[config.mk]
export PLATFORM = sky130hd
export DESIGN_NAME = osc_test_top
export DESIGN_NICKNAME = d
export VERILOG_FILES = /design/src/verilog/osc_pkg.sv /design/src/verilog/disp_pkg.sv /design/src/verilog/phase_accum.sv /design/src/verilog/freq_meter.sv /design/src/verilog/seven_seg_driver.sv /design/src/verilog/osc_test_top.sv
export VERILOG_INCLUDE_DIRS = /design/src /design/src/verilog
export SDC_FILE = /design/constraint.sdc
export NUM_CORES = 1
export LEC_CHECK = 0
export BUFFER_PORTS_ARGS = -buffer_cell sky130_fd_sc_hd__buf_4
export CAP_MARGIN = 25
export CORE_MARGIN = 2
export CORE_UTILIZATION = 37
export CTS_BUF_LIST = sky130_fd_sc_hd__clkbuf_8
export DETAILED_ROUTE_END_ITERATION = 10
export PLACE_DENSITY = 0.58
export SLEW_MARGIN = 20
export SYNTH_ARGS = -nofsm -noshare
export SYNTH_HDL_FRONTEND = slang
export SYNTH_SLANG_ARGS = --single-unit
[constraint.sdc]
create_clock -name fpga_clk_i -period 11.86 [get_ports fpga_clk_i]
set_clock_uncertainty 0.1 [all_clocks]
set_input_delay 3.558 -clock fpga_clk_i [delete_from_list [all_inputs] [get_ports fpga_clk_i]]
set_output_delay 3.558 -clock fpga_clk_i [all_outputs]
set_load 0.1 [all_outputs]
[src/verilog/osc_test_cfg.svh]
`ifndef OSC_TEST_CFG_SVH
`define OSC_TEST_CFG_SVH

//////////////////////////////
// Oscillator
//////////////////////////////

// Phase accumulator width, one full wrap is 2**width cycles at k = 1
`define OSC_ACCUM_WIDTH 12

// Increment from switches 8:0
`define OSC_K_WIDTH 9

//////////////////////////////
// Frequency meter
//////////////////////////////

// Gate window, same as one accumulator wrap so count reads back as k
`define OSC_GATE_CYCLES 4096

`define OSC_COUNT_WIDTH 16 // Result register width

//////////////////////////////
// Display
//////////////////////////////

`define DISP_SCAN_DIV 16 // Clock cycles each digit stays lit

`define DISP_DIGITS 8 // Digits on the board

`endif

[src/verilog/osc_pkg.sv]
package osc_pkg;

`include "osc_test_cfg.svh"

    //////////////////////////////
    // NCO side
    //////////////////////////////

    // Running phase, MSB is the test wave
    typedef logic [`OSC_ACCUM_WIDTH-1:0] phase_t;

    // Phase step per enabled cycle
    typedef logic [`OSC_K_WIDTH-1:0] k_val_t;

    //////////////////////////////
    // Measurement side
    //////////////////////////////

    // Edges counted in one gate window
    typedef logic [`OSC_COUNT_WIDTH-1:0] freq_count_t;

    // Position inside the gate window, wraps once per window
    typedef logic [$clog2(`OSC_GATE_CYCLES)-1:0] gate_cnt_t;

endpackage

[src/verilog/disp_pkg.sv]
package disp_pkg;

`include "osc_test_cfg.svh"

    // Which digit is being driven
    typedef logic [$clog2(`DISP_DIGITS)-1:0] digit_idx_t;

    // Active low, bit 0 = a ... bit 6 = g, bit 7 = point
    typedef logic [7:0] segments_t;

    // One hex nibble per digit
    typedef logic [4*`DISP_DIGITS-1:0] disp_value_t;

    //////////////////////////////
    // Hex glyph lookup
    //////////////////////////////

    // Returns the active-low glyph, point dark
    function automatic segments_t hex_to_seg(input logic [3:0] nibble);
        logic [6:0] lit; // Active-high gfedcba
        case (nibble)
            4'h0:    lit = 7'h3f;
            4'h1:    lit = 7'h06;
            4'h2:    lit = 7'h5b;
            4'h3:    lit = 7'h4f;
            4'h4:    lit = 7'h66;
            4'h5:    lit = 7'h6d;
            4'h6:    lit = 7'h7d;
            4'h7:    lit = 7'h07;
            4'h8:    lit = 7'h7f;
            4'h9:    lit = 7'h6f;
            4'ha:    lit = 7'h77; // A
            4'hb:    lit = 7'h7c; // Lower case b
            4'hc:    lit = 7'h39; // C
            4'hd:    lit = 7'h5e; // Lower case d
            4'he:    lit = 7'h79; // E
            default: lit = 7'h71; // F
        endcase
        return {1'b1, ~lit}; // Invert for common-anode drive
    endfunction

endpackage

[src/verilog/phase_accum.sv]
`timescale 1ns/1ps

`include "osc_test_cfg.svh"

// NCO, output frequency = k * f_clk / 2**OSC_ACCUM_WIDTH
module phase_accum
    import osc_pkg::*;
(
    input  logic   fpga_clk_i, // System clock
    input  logic   rst_n_i,    // Sync reset, active low
    input  logic   enable_i,   // Switch 9
    input  k_val_t k_val_i,    // Switches 8:0
    output logic   wave_o      // Square wave, duty near half
);

    phase_t accum_q;
    logic   wave_q;

    //////////////////////////////
    // Accumulator
    //////////////////////////////

    always_ff @(posedge fpga_clk_i) begin
        if (!rst_n_i) begin
            accum_q <= '0;
        end else if (enable_i) begin
            // Wraps modulo 2**width, carry dropped
            accum_q <= accum_q + phase_t'(k_val_i);
        end
        // Disabled: phase frozen, wave stays put
    end

    //////////////////////////////
    // Output wave
    //////////////////////////////

    // MSB taken one stage later so the pin sees a clean register
    always_ff @(posedge fpga_clk_i) begin
        if (!rst_n_i) begin
            wave_q <= 1'b0;
        end else begin
            wave_q <= accum_q[`OSC_ACCUM_WIDTH-1];
        end
    end

    assign wave_o = wave_q;

endmodule

[src/verilog/freq_meter.sv]
`timescale 1ns/1ps

`include "osc_test_cfg.svh"

// Gated edge counter over a fixed window
module freq_meter
    import osc_pkg::*;
(
    input  logic        fpga_clk_i,
    input  logic        rst_n_i,
    input  logic        wave_i,  // Test wave, plain data here
    output freq_count_t count_o, // Edges in last full window
    output logic        valid_o  // One-cycle strobe per window
);

    localparam gate_cnt_t GATE_LAST = gate_cnt_t'(`OSC_GATE_CYCLES - 1);

    logic        wave_s;    // Current sample
    logic        wave_d;    // Previous sample
    logic        rise;
    gate_cnt_t   gate_q;
    logic        gate_end;
    freq_count_t edge_cnt_q;
    freq_count_t edge_next;
    freq_count_t count_q;
    logic        valid_q;

    //////////////////////////////
    // Edge detect
    //////////////////////////////

    always_ff @(posedge fpga_clk_i) begin
        if (!rst_n_i) begin
            wave_s <= 1'b0;
            wave_d <= 1'b0;
        end else begin
            wave_s <= wave_i; // Single sampling stage
            wave_d <= wave_s;
        end
    end

    assign rise = wave_s & ~wave_d;

    // Running total with this cycle's edge, stuck at all ones
    assign edge_next = (rise && edge_cnt_q != '1) ? edge_cnt_q + 1'b1 : edge_cnt_q;

    assign gate_end = (gate_q == GATE_LAST);

    //////////////////////////////
    // Gate and result
    //////////////////////////////

    always_ff @(posedge fpga_clk_i) begin
        if (!rst_n_i) begin
            gate_q     <= '0;
            edge_cnt_q <= '0;
            count_q    <= '0;
            valid_q    <= 1'b0;
        end else begin
            valid_q <= gate_end;
            if (gate_end) begin
                gate_q     <= '0;
                count_q    <= edge_next; // Includes an edge on the last cycle
                edge_cnt_q <= '0;        // Fresh window
            end else begin
                gate_q     <= gate_q + 1'b1;
                edge_cnt_q <= edge_next;
            end
        end
    end

    // Strobe and result appear together, first gate cycle of the next window
    assign count_o = count_q;
    assign valid_o = valid_q;

endmodule

[src/verilog/seven_seg_driver.sv]
`timescale 1ns/1ps

`include "osc_test_cfg.svh"

// Multiplexed hex display, one digit lit at a time
module seven_seg_driver
    import disp_pkg::*;
(
    input  logic                    fpga_clk_i,
    input  logic                    rst_n_i,
    input  disp_value_t             value_i,   // Nibble n shown on digit n
    output logic [`DISP_DIGITS-1:0] digit_o,   // Active-low digit enables
    output segments_t               segment_o  // Active-low segments
);

    localparam int DIV_W = $clog2(`DISP_SCAN_DIV);
    localparam logic [DIV_W-1:0] DIV_LAST = DIV_W'(`DISP_SCAN_DIV - 1);
    localparam digit_idx_t IDX_LAST = digit_idx_t'(`DISP_DIGITS - 1);
    localparam digit_idx_t POINT_DIGIT = digit_idx_t'(4); // Separator position

    logic [DIV_W-1:0] div_q;
    digit_idx_t       idx_q;
    logic [3:0]       nibble;
    segments_t        glyph;

    //////////////////////////////
    // Scan timing
    //////////////////////////////

    always_ff @(posedge fpga_clk_i) begin
        if (!rst_n_i) begin
            div_q <= '0;
            idx_q <= '0;
        end else begin
            if (div_q == DIV_LAST) begin
                div_q <= '0;
                // Next digit, back to 0 after the last
                idx_q <= (idx_q == IDX_LAST) ? '0 : idx_q + 1'b1;
            end else begin
                div_q <= div_q + 1'b1;
            end
        end
    end

    //////////////////////////////
    // Digit and segment drive
    //////////////////////////////

    // Low bit at the index, all dark while reset held
    always_comb begin
        digit_o = '1;
        if (rst_n_i) begin
            digit_o[idx_q] = 1'b0;
        end
    end

    // Live value, so a new count shows up right away
    assign nibble = value_i[idx_q*4 +: 4];
    assign glyph  = hex_to_seg(nibble);

    always_comb begin
        segment_o = glyph;
        if (idx_q == POINT_DIGIT) begin
            segment_o[7] = 1'b0; // Point between count and switches
        end
    end

endmodule

[src/verilog/osc_test_top.sv]
`timescale 1ns/1ps

`include "osc_test_cfg.svh"

// Oscillator test board top, NCO + meter + display
module osc_test_top
    import osc_pkg::*;
    import disp_pkg::*;
(
    input  logic                    fpga_clk_i,   // Single board clock
    input  logic                    rst_n_i,      // Sync reset, active low
    input  logic [15:0]             switches_i,
    output logic                    clk_pa_o,     // NCO wave to a test pin
    output freq_count_t             freq_count_o,
    output logic                    freq_valid_o,
    output logic [`DISP_DIGITS-1:0] digit_o,
    output segments_t               segment_o
);

    logic        enable_pa_x;
    k_val_t      k_val_pa_x;
    logic        clk_pa_x;
    freq_count_t count_x;
    logic        valid_x;
    disp_value_t disp_val_x;

    // Switch map, 15:10 go to the display only
    assign enable_pa_x = switches_i[9];
    assign k_val_pa_x  = switches_i[8:0];

    // Count on the left four digits, raw switches on the right
    assign disp_val_x = {count_x[15:0], switches_i};

    phase_accum test_osc (
        .fpga_clk_i (fpga_clk_i),
        .rst_n_i    (rst_n_i),
        .enable_i   (enable_pa_x),
        .k_val_i    (k_val_pa_x),
        .wave_o     (clk_pa_x)
    );

    freq_meter meter (
        .fpga_clk_i (fpga_clk_i),
        .rst_n_i    (rst_n_i),
        .wave_i     (clk_pa_x),    // Sampled as data
        .count_o    (count_x),
        .valid_o    (valid_x)
    );

    seven_seg_driver disp (
        .fpga_clk_i (fpga_clk_i),
        .rst_n_i    (rst_n_i),
        .value_i    (disp_val_x),
        .digit_o    (digit_o),
        .segment_o  (segment_o)
    );

    assign clk_pa_o     = clk_pa_x;
    assign freq_count_o = count_x;
    assign freq_valid_o = valid_x;

endmodule

**Word-level counts from Yosys, hierarchy flattened**

Memory sizes are Yosys's and may differ from the RTL's.
Index checks and enable logic that the tools add are counted.

- Register bits after elaboration: 67
- Bits in read-only memories: 112
- Input port bits: 18
- Word-level logic and storage cells: 39
- Memories: 1

Memories:

| memory | words | width | read ports | clocked after Yosys merged registers in | write ports | RTL line | source |
|---|---|---|---|---|---|---|---|
| (name not given) | 16 | 7 | 1 | 0 | 0 | disp_pkg.sv:21 | `case (nibble)` |

- Add/subtract/negate cells: 5
- $lt $le $gt $ge: 2
- Equal/unequal tests: 5
- Shifts and indexed selects: 1
- Mux-type cells: 6
- Bitwise gates (word level): 5
- Reductions and logical operators: 4

Operators by type and width:

| kind | count |
|---|---|
| 32-bit by 6-bit indexed part select with 4-bit output | 1 |
| 16-bit by 1-bit adder with 16-bit output (second input constant) | 1 |
| 16-bit two-way mux | 1 |
| 16-bit inequality test (second input constant) | 1 |
| 12-bit by 1-bit adder with 12-bit output (second input constant) | 1 |
| 12-bit by 9-bit adder with 12-bit output | 1 |
| 12-bit equality test (second input constant) | 1 |
| 8-bit two-way mux | 1 |
| 8-bit NOT | 1 |
| 7-bit NOT | 1 |
| 3-bit equality test (second input constant) | 2 |
| 4-bit by 1-bit adder with 4-bit output (second input constant) | 1 |
| 4-bit equality test (second input constant) | 1 |
| 3-bit by 4-bit < comparator with 1-bit output (second input constant) | 1 |
| 2-bit OR reduction | 2 |
| 3-bit by 1-bit adder with 3-bit output (second input constant) | 1 |
| 1-bit demux with 3-bit select | 1 |
| 3-bit by 1-bit >= comparator with 1-bit output (second input constant) | 1 |
| 3-bit two-way mux | 1 |
| 1-bit logical AND | 2 |
| 1-bit two-way mux | 2 |
| 1-bit NOT | 2 |
| 1-bit AND | 1 |

**Depth between registers and ports, before layout**

Gate-level depths: netlist of run 1.

- Depth after elaboration: 6
- Gate-level depth with buffers: 9
- Gate-level depth less buffers: 7

**By module**

Synthesis of run 1 repeated with hierarchy kept, for this count alone.

- Cells, all modules: 410
- Area, all modules: 3801.1 um^2

Modules (own cells, without submodules):

| module | instances | cells each | area an instance (um^2) |
|---|---|---|---|
| freq_meter | 1 | 192 | 1879.3 |
| seven_seg_driver | 1 | 113 | 965.9 |
| phase_accum | 1 | 105 | 955.9 |

**Worst setup path after synthesis of run 1**

No wires, ideal clock.

- Path kind: input-to-output
- From: in switches_i[9]
- To: out segment_o[4]
- Data arrival time: 6.855 ns
- Data required time: 8.202 ns
- Path slack: 1.347 ns
- Stages: 6
- Path through: mux4_2 -> nand2_1 -> and2_1 -> ha_1 -> nor2_1 -> o32ai_1

- Longest elaborated chain between the ends: 3

RTL lines:

| what | RTL line | source |
|---|---|---|
| start: declaration | osc_test_top.sv:12 | `input logic [15:0] switches_i,` |
| 32-bit by 6-bit indexed part select with 4-bit output | seven_seg_driver.sv:58 | `assign nibble = value_i[idx_q*4 +: 4];` |
| memory 16 x 7 bit | n/a |  |
| 7-bit NOT | disp_pkg.sv:39 | `return {1'b1, ~lit};` |
| end: declaration | osc_test_top.sv:17 | `output segments_t segment_o` |

Every way passes these cells.

**Worst setup path after layout of run 1**

- From: in switches_i[9]
- To: out segment_o[0]

Same word-level chain as after synthesis.

==> results of run 1 <==
[per-stage QoR]
stage               hold WS [ns]  setup slack [ns]  cells  utilization   power, W
finish                    0.3734             2.592    601       0.4494  0.0005165
global route              0.4047             2.514    601       0.4494  0.0005405
CTS                       0.3787             2.601    600       0.4488  0.0005250
detailed placement        0.3600             2.607    584       0.4270  0.0003227
global placement          0.3495             2.644    584       0.4270  0.0003212
floorplan                 0.3299             1.347    417            -  0.0003033
[routing by layer]
metal  part of all wire  up-vias  global-route usage
met5                  0        -                   0
met2               0.49       46              0.2772
met1               0.47     1444              0.2017
li1                   -     1578                   -
met4             0.0037        0             0.04344
met3              0.033        2             0.04154
[final cells by class]
class / count / share of cell area
inverter: 11 / 0.009488
multi-input combinational: 321 / 0.5046
tap: 133 / 0.03824
sequential: 67 / 0.3082
timing repair buffer: 53 / 0.09086
clock buffer: 11 / 0.03479
clock inverter: 5 / 0.01380
[cell usage in the layout (no fill, tap or decap), types with 3 or more instances in the layout]
cell	n
a21oi_1	9
and3_1	10
nor2b_1	10
mux2i_1	15
and4_1	4
nand4_1	8
mux2_2	4
or3_1	4
buf_4	52
nor3_1	8
ha_1	21
nand3_1	23
nor2_1	34
a31oi_1	4
and2_1	15
dfxtp_1	67
inv_1	10
nand3b_1	3
o21ai_0	29
nand2_1	39
o2bb2ai_1	3
a21o_1	3
nand2b_1	4
xor2_1	13
xnor2_1	15
clkbuf_8	11
nor4_1	3
[cell families (layout without fill, tap and decap cells)]
logic type | count (synthesis) | in the layout | synth area share
buffers and inverters | 29 | 80 | 0.03581
flip-flops | 67 | 67 | 0.3656
AND/OR/NAND/NOR | 171 | 171 | 0.2398
AO/OA/AOI/OAI | 77 | 77 | 0.1432
XOR/XNOR | 28 | 28 | 0.06685
adder cells (fa/ha/maj) | 22 | 22 | 0.07708
multiplexers | 23 | 23 | 0.07162
[report_power, final]
| part | switching [W] | internal, W | total, W |
|---|---|---|---|
| clock | 0.0000897 | 0.000109 | 0.000199 |
| combinational | 0.0000511 | 0.0000309 | 0.0000820 |
| sequential | 0.00000443 | 0.000231 | 0.000235 |
[state kept, by name, summed over array words and instances, names as in the netlist]
signal,flops
disp.div_q,4
disp.idx_q,3
meter.count_o,16
meter.edge_cnt_q,16
meter.gate_q,12
meter.valid_o,1
meter.wave_d,1
meter.wave_s,1
test_osc.accum_q,12
test_osc.wave_o,1
[final timing paths]
path | start | to | cells past startpoint
worst min register to register | test_osc.accum_q[10] | test_osc.accum_q[10] | 2
worst min-delay path | test_osc.accum_q[10] | test_osc.accum_q[10] | 2
worst max-delay path | switches_i[9] | segment_o[0] | 9
worst max register to register | test_osc.accum_q[0] | test_osc.accum_q[8] | 7
[worst min-delay path, cell delays in order (launching register included)]
cell	delay (ns)
dfxtp_1	0.32
nand2_1	0.05
mux2i_1	0.05
==> metrics.cfg, run 1 <==
[status]
status=finished, final reports clean

[clock_network]
cts.sinks=67
cts_root_buffer=clkbuf_8
postCtsSetupBuffers=0
cts_buffer_depth=2
htree_levels=3
cts.hold.buffers_added=0
ctsResizeCount=0
clk_pin_slew_ns=0.07
cts_tree=done
clk_latency_ns=0.34
numCtsBuffers=9

[layout]
seqCellArea_sq_um=1341
layout-drive-gt1-share=0.1816
final_net_count=503
area_growth_pct=18.62
multiInputGateArea_sq_um=2196
fin_area_sq_um=4352
antennaDiodeCount=0
num-fill-cells=975

[worst_setup_path]
path_buf_inv=3
path_class=in2out
cp_slowest_cell=mux4_2
cp.required_ns=8.20
timing.reg2reg.setup_slack_ns=9.45
path_cells=buf_4 -> mux4_2 -> nand2_1 -> and2_1 -> inv_1 -> ha_1 -> or3_1 -> o221a_2 -> buf_4
end_kind=primary output
crit_top_cell=buf_4
critPathLaunchType=primary input
worstPathArrival_ns=5.61
cp_top_family=simple AND/OR/NAND/NOR gates
slowest_delay_ns=0.47
worst-path-max-fanout=20

[power]
pwr_density_cell_nw_per_um2=118.7
max-vdd-ir-drop_v=0.00006971
p_leak_nw=1.747

[sta]
tightest_slew_ns=0.7860
drv_slew=0
finalCritPeriodShare=0.7814
hold_violations=0
fin_crit_ns=9.268
timing.fmax_mhz=107.9
rsz0062_at_grt=no
max_slew_margin=0.4747
setup_tns_ns=0
setup_viol_count_final=0

[floorplan]
rows=36
die_x_um=103.6
die_area_sq_um=10730
initial_core_util=0.3788
core_area_sq_um=9684
ios=52
die-height_um=103.6

[yosys]
yosys.area.top_type=dfxtp_1
async_flop_share=0
synth_cell_types=61
synthTopCellsByCount=dfxtp_1, nand2_1, nor2_1, o21ai_0, nand3_1
seq_area_frac_synth=0.3656
synth_enable_flop_cells=0
ys_top_cells_by_area=dfxtp_1, ha_1, mux2i_1
syn_nets=457
ys_warn_count=0
netlist_area_sq_um=3669
synth_cells=417
synth.most_common_cell=dfxtp_1
ys_seq_elements=67
yosysTopAreaCellShare=0.3656
ys.flop_type=dfxtp_1
avgSynthCellArea_sq_um=8.797

[place]
dpl_cell_area_sq_um=4135
io_buffers=51
gp_congestion=0.7690
hpwlAfterDp_um=6307

[detailed_routing]
first_pass_iters=4
first_iter_violations=87
num_vias=3070
drt-total-wl_um=8437
ant_nets=0
via_per_inst=5.108
drc=0
avgRoutedWirePerCell_um=14.04

[global_route]
overflow=0
antenna_found_initial=0
grt_max_degree=38
grt_usage=0.1616
grt_pass1_wl_um=14140
grt_pass1_vias=2906

[hold_path]
min_path_type=reg2reg

[flow_run]
max_cap_viol_count=0

(Power assumes the default switching activity.)
==> run 2, diff against run 1 <==
==> constraint.sdc (replaced) <==
create_clock -name fpga_clk_i -period 8.54 [get_ports fpga_clk_i]
set_clock_uncertainty 0.1 [all_clocks]
set_input_delay 2.562 -clock fpga_clk_i [delete_from_list [all_inputs] [get_ports fpga_clk_i]]
set_output_delay 2.562 -clock fpga_clk_i [all_outputs]
set_load 0.1 [all_outputs]
==> metrics.cfg, run 2 (synthesized netlist as in run 1, its figures left out) <==
[status]
status=finished, final reports clean

[detailed_routing]
avgRoutedWirePerCell_um=14.19  ; +1.1%
drt-total-wl_um=8530  ; +1.1%
via_per_inst=5.113  ; about the same
first_iter_violations=90  ; +3.4%
first_pass_iters=4  ; unchanged
num_vias=3073  ; +0.098%
ant_nets=0  ; unchanged
drc=0  ; unchanged

[sta]
fin_ws_ns=1.260  ; -1.332 ns
hold_violations=0  ; unchanged
whs_ns=0.3753  ; +0.001987 ns
timing.fmax_mhz=137.4
finalCritPeriodShare=0.8524
setup_tns_ns=0  ; unchanged
max_slew_margin=0.4367  ; -0.03802
fin_crit_ns=7.280
drv_slew=0  ; unchanged
tightest_slew_ns=0.8429  ; +0.05690 ns
setup_viol_count_final=0  ; unchanged
rsz0062_at_grt=no

[global_route]
grt_pass1_vias=2892  ; -0.48%
grt_pass1_wl_um=14300  ; +1.1%
grt_util_met3=0.04154  ; unchanged
grt_usage=0.1623  ; +0.0006912
grt_max_degree=38  ; unchanged
grt.met1_usage=0.2099  ; +0.008190
antenna_found_initial=0  ; unchanged
top_usage_layer=met2
use_met2=0.2753  ; -0.001892
overflow=0  ; unchanged

[clock_network]
ctsResizeCount=0  ; unchanged
clk_latency_ns=0.33  ; about the same
cts_tree=done
cts_buffer_depth=2  ; unchanged
cts_root_buffer=clkbuf_8
htree_levels=3  ; unchanged
postCtsSetupBuffers=0  ; unchanged
clk_pin_slew_ns=0.07  ; about the same
cts.hold.buffers_added=0  ; unchanged
numCtsBuffers=9  ; unchanged
cts.sinks=67  ; unchanged

[worst_setup_path]
end_kind=primary output
cp_slowest_cell=mux4_2
worst_r2r_path_depth=7  ; unchanged
timing.reg2reg.setup_slack_ns=6.13  ; -3.32 ns
critPathLaunchType=primary input
slowest_delay_ns=0.47  ; about the same
r2r-start=test_osc.accum_q[0]
worstPathArrival_ns=4.62  ; -0.99 ns
startpoint=switches_i[9]
path_cells=buf_4 -> mux4_2 -> nand2_1 -> and2_1 -> inv_1 -> ha_1 -> or3_1 -> o221a_2 -> buf_4
path_class=in2out
cp.required_ns=5.88  ; -2.32 ns
crit_top_cell=buf_4
worst-path-max-fanout=20  ; unchanged
r2r-end=test_osc.accum_q[8]

[place]
gp_congestion=0.7690  ; unchanged
hpwlAfterDp_um=6290  ; -0.26%
io_buffers=51  ; unchanged
dpl_worst_slack_ns=1.283  ; -1.324 ns

[layout]
layout_commonest_cell=dfxtp_1
num-fill-cells=986  ; +1.1%
antennaDiodeCount=0  ; unchanged
layout-drive-gt1-share=0.1752  ; -0.006410
final_net_count=503  ; unchanged
layout.core_utilization=0.4468  ; -0.002584
final_cell_mix=dfxtp_1, buf_4, nand2_1, nor2_1, o21ai_0
area_growth_pct=17.94

[power]
max-vdd-ir-drop_v=0.00008329  ; +19%
pwr_density_cell_nw_per_um2=160.2  ; +35%
p_total_w=0.0006931  ; +34%
p_leak_nw=1.744  ; -0.17%

[floorplan]
rows=36  ; unchanged
die_x_um=103.6  ; unchanged
die-height_um=103.6  ; unchanged
core_area_sq_um=9684  ; unchanged
die_area_sq_um=10730  ; unchanged
initial_core_util=0.3788  ; unchanged
ios=52  ; unchanged

[hold_path]
holdPathEnd=test_osc.accum_q[10]
hold_depth=2  ; unchanged
min_path_type=reg2reg
hp-start=test_osc.accum_q[10]

[flow_run]
max_cap_viol_count=0  ; unchanged

==> run 2: routing by layer <==
layer / vias to the layer above / routed length, um
met3: 2 / 246
met4: 0 / 24
met5: - / 0
met1: 1446 / 4047
met2: 49 / 4211
li1: 1576 / -
==> run 2: worst max-delay path by stage <==
stage	slack, ns	cells past startpoint	end
4_1_cts	1.28	9	segment_o[0]
3_3_place_gp	1.32	9	segment_o[0]
6_report	1.26	9	segment_o[0]
3_5_place_dp	1.28	9	segment_o[0]
5_1_grt	1.18	9	segment_o[0]
2_1_floorplan	0.02	6	segment_o[4]
==> run 2: cell type report <==
class,count,area (sq um),share of cell area
Sequential cell,67,1341,0.3100
Clock inverter,7,62.56,0.01446
Timing Repair Buffer,53,395.4,0.09138
Clock buffer,9,123.9,0.02863
Inverter,11,41.29,0.009543
Multi-Input combinational cell,321,2196,0.5075
Tap cell,133,166.4,0.03846
==> run 2: per-stage QoR <==
step           instances  cell area, sq um
2_1_floorplan        417              3669
3_3_place_gp         584              4135
3_5_place_dp         584              4135
4_1_cts              600              4322
5_1_grt              601              4327
6_report             601              4327
==> run 2: worst max-delay path, delay by kind of cell <==
kind / cells / cell delay (ns)
buffers and inverters: 3 / 0.54
adders and majority gates: 1 / 0.23
AOI/OAI and AO/OA: 1 / 0.13
muxes: 1 / 0.47
and+or+nand+nor: 3 / 0.68
==> run 2: power breakdown <==
part,internal (W),switching [W]
Sequential,0.000321,0.00000613
Clock,0.000132,0.000120
Combinational,0.0000430,0.0000712
Total,0.000496,0.000197
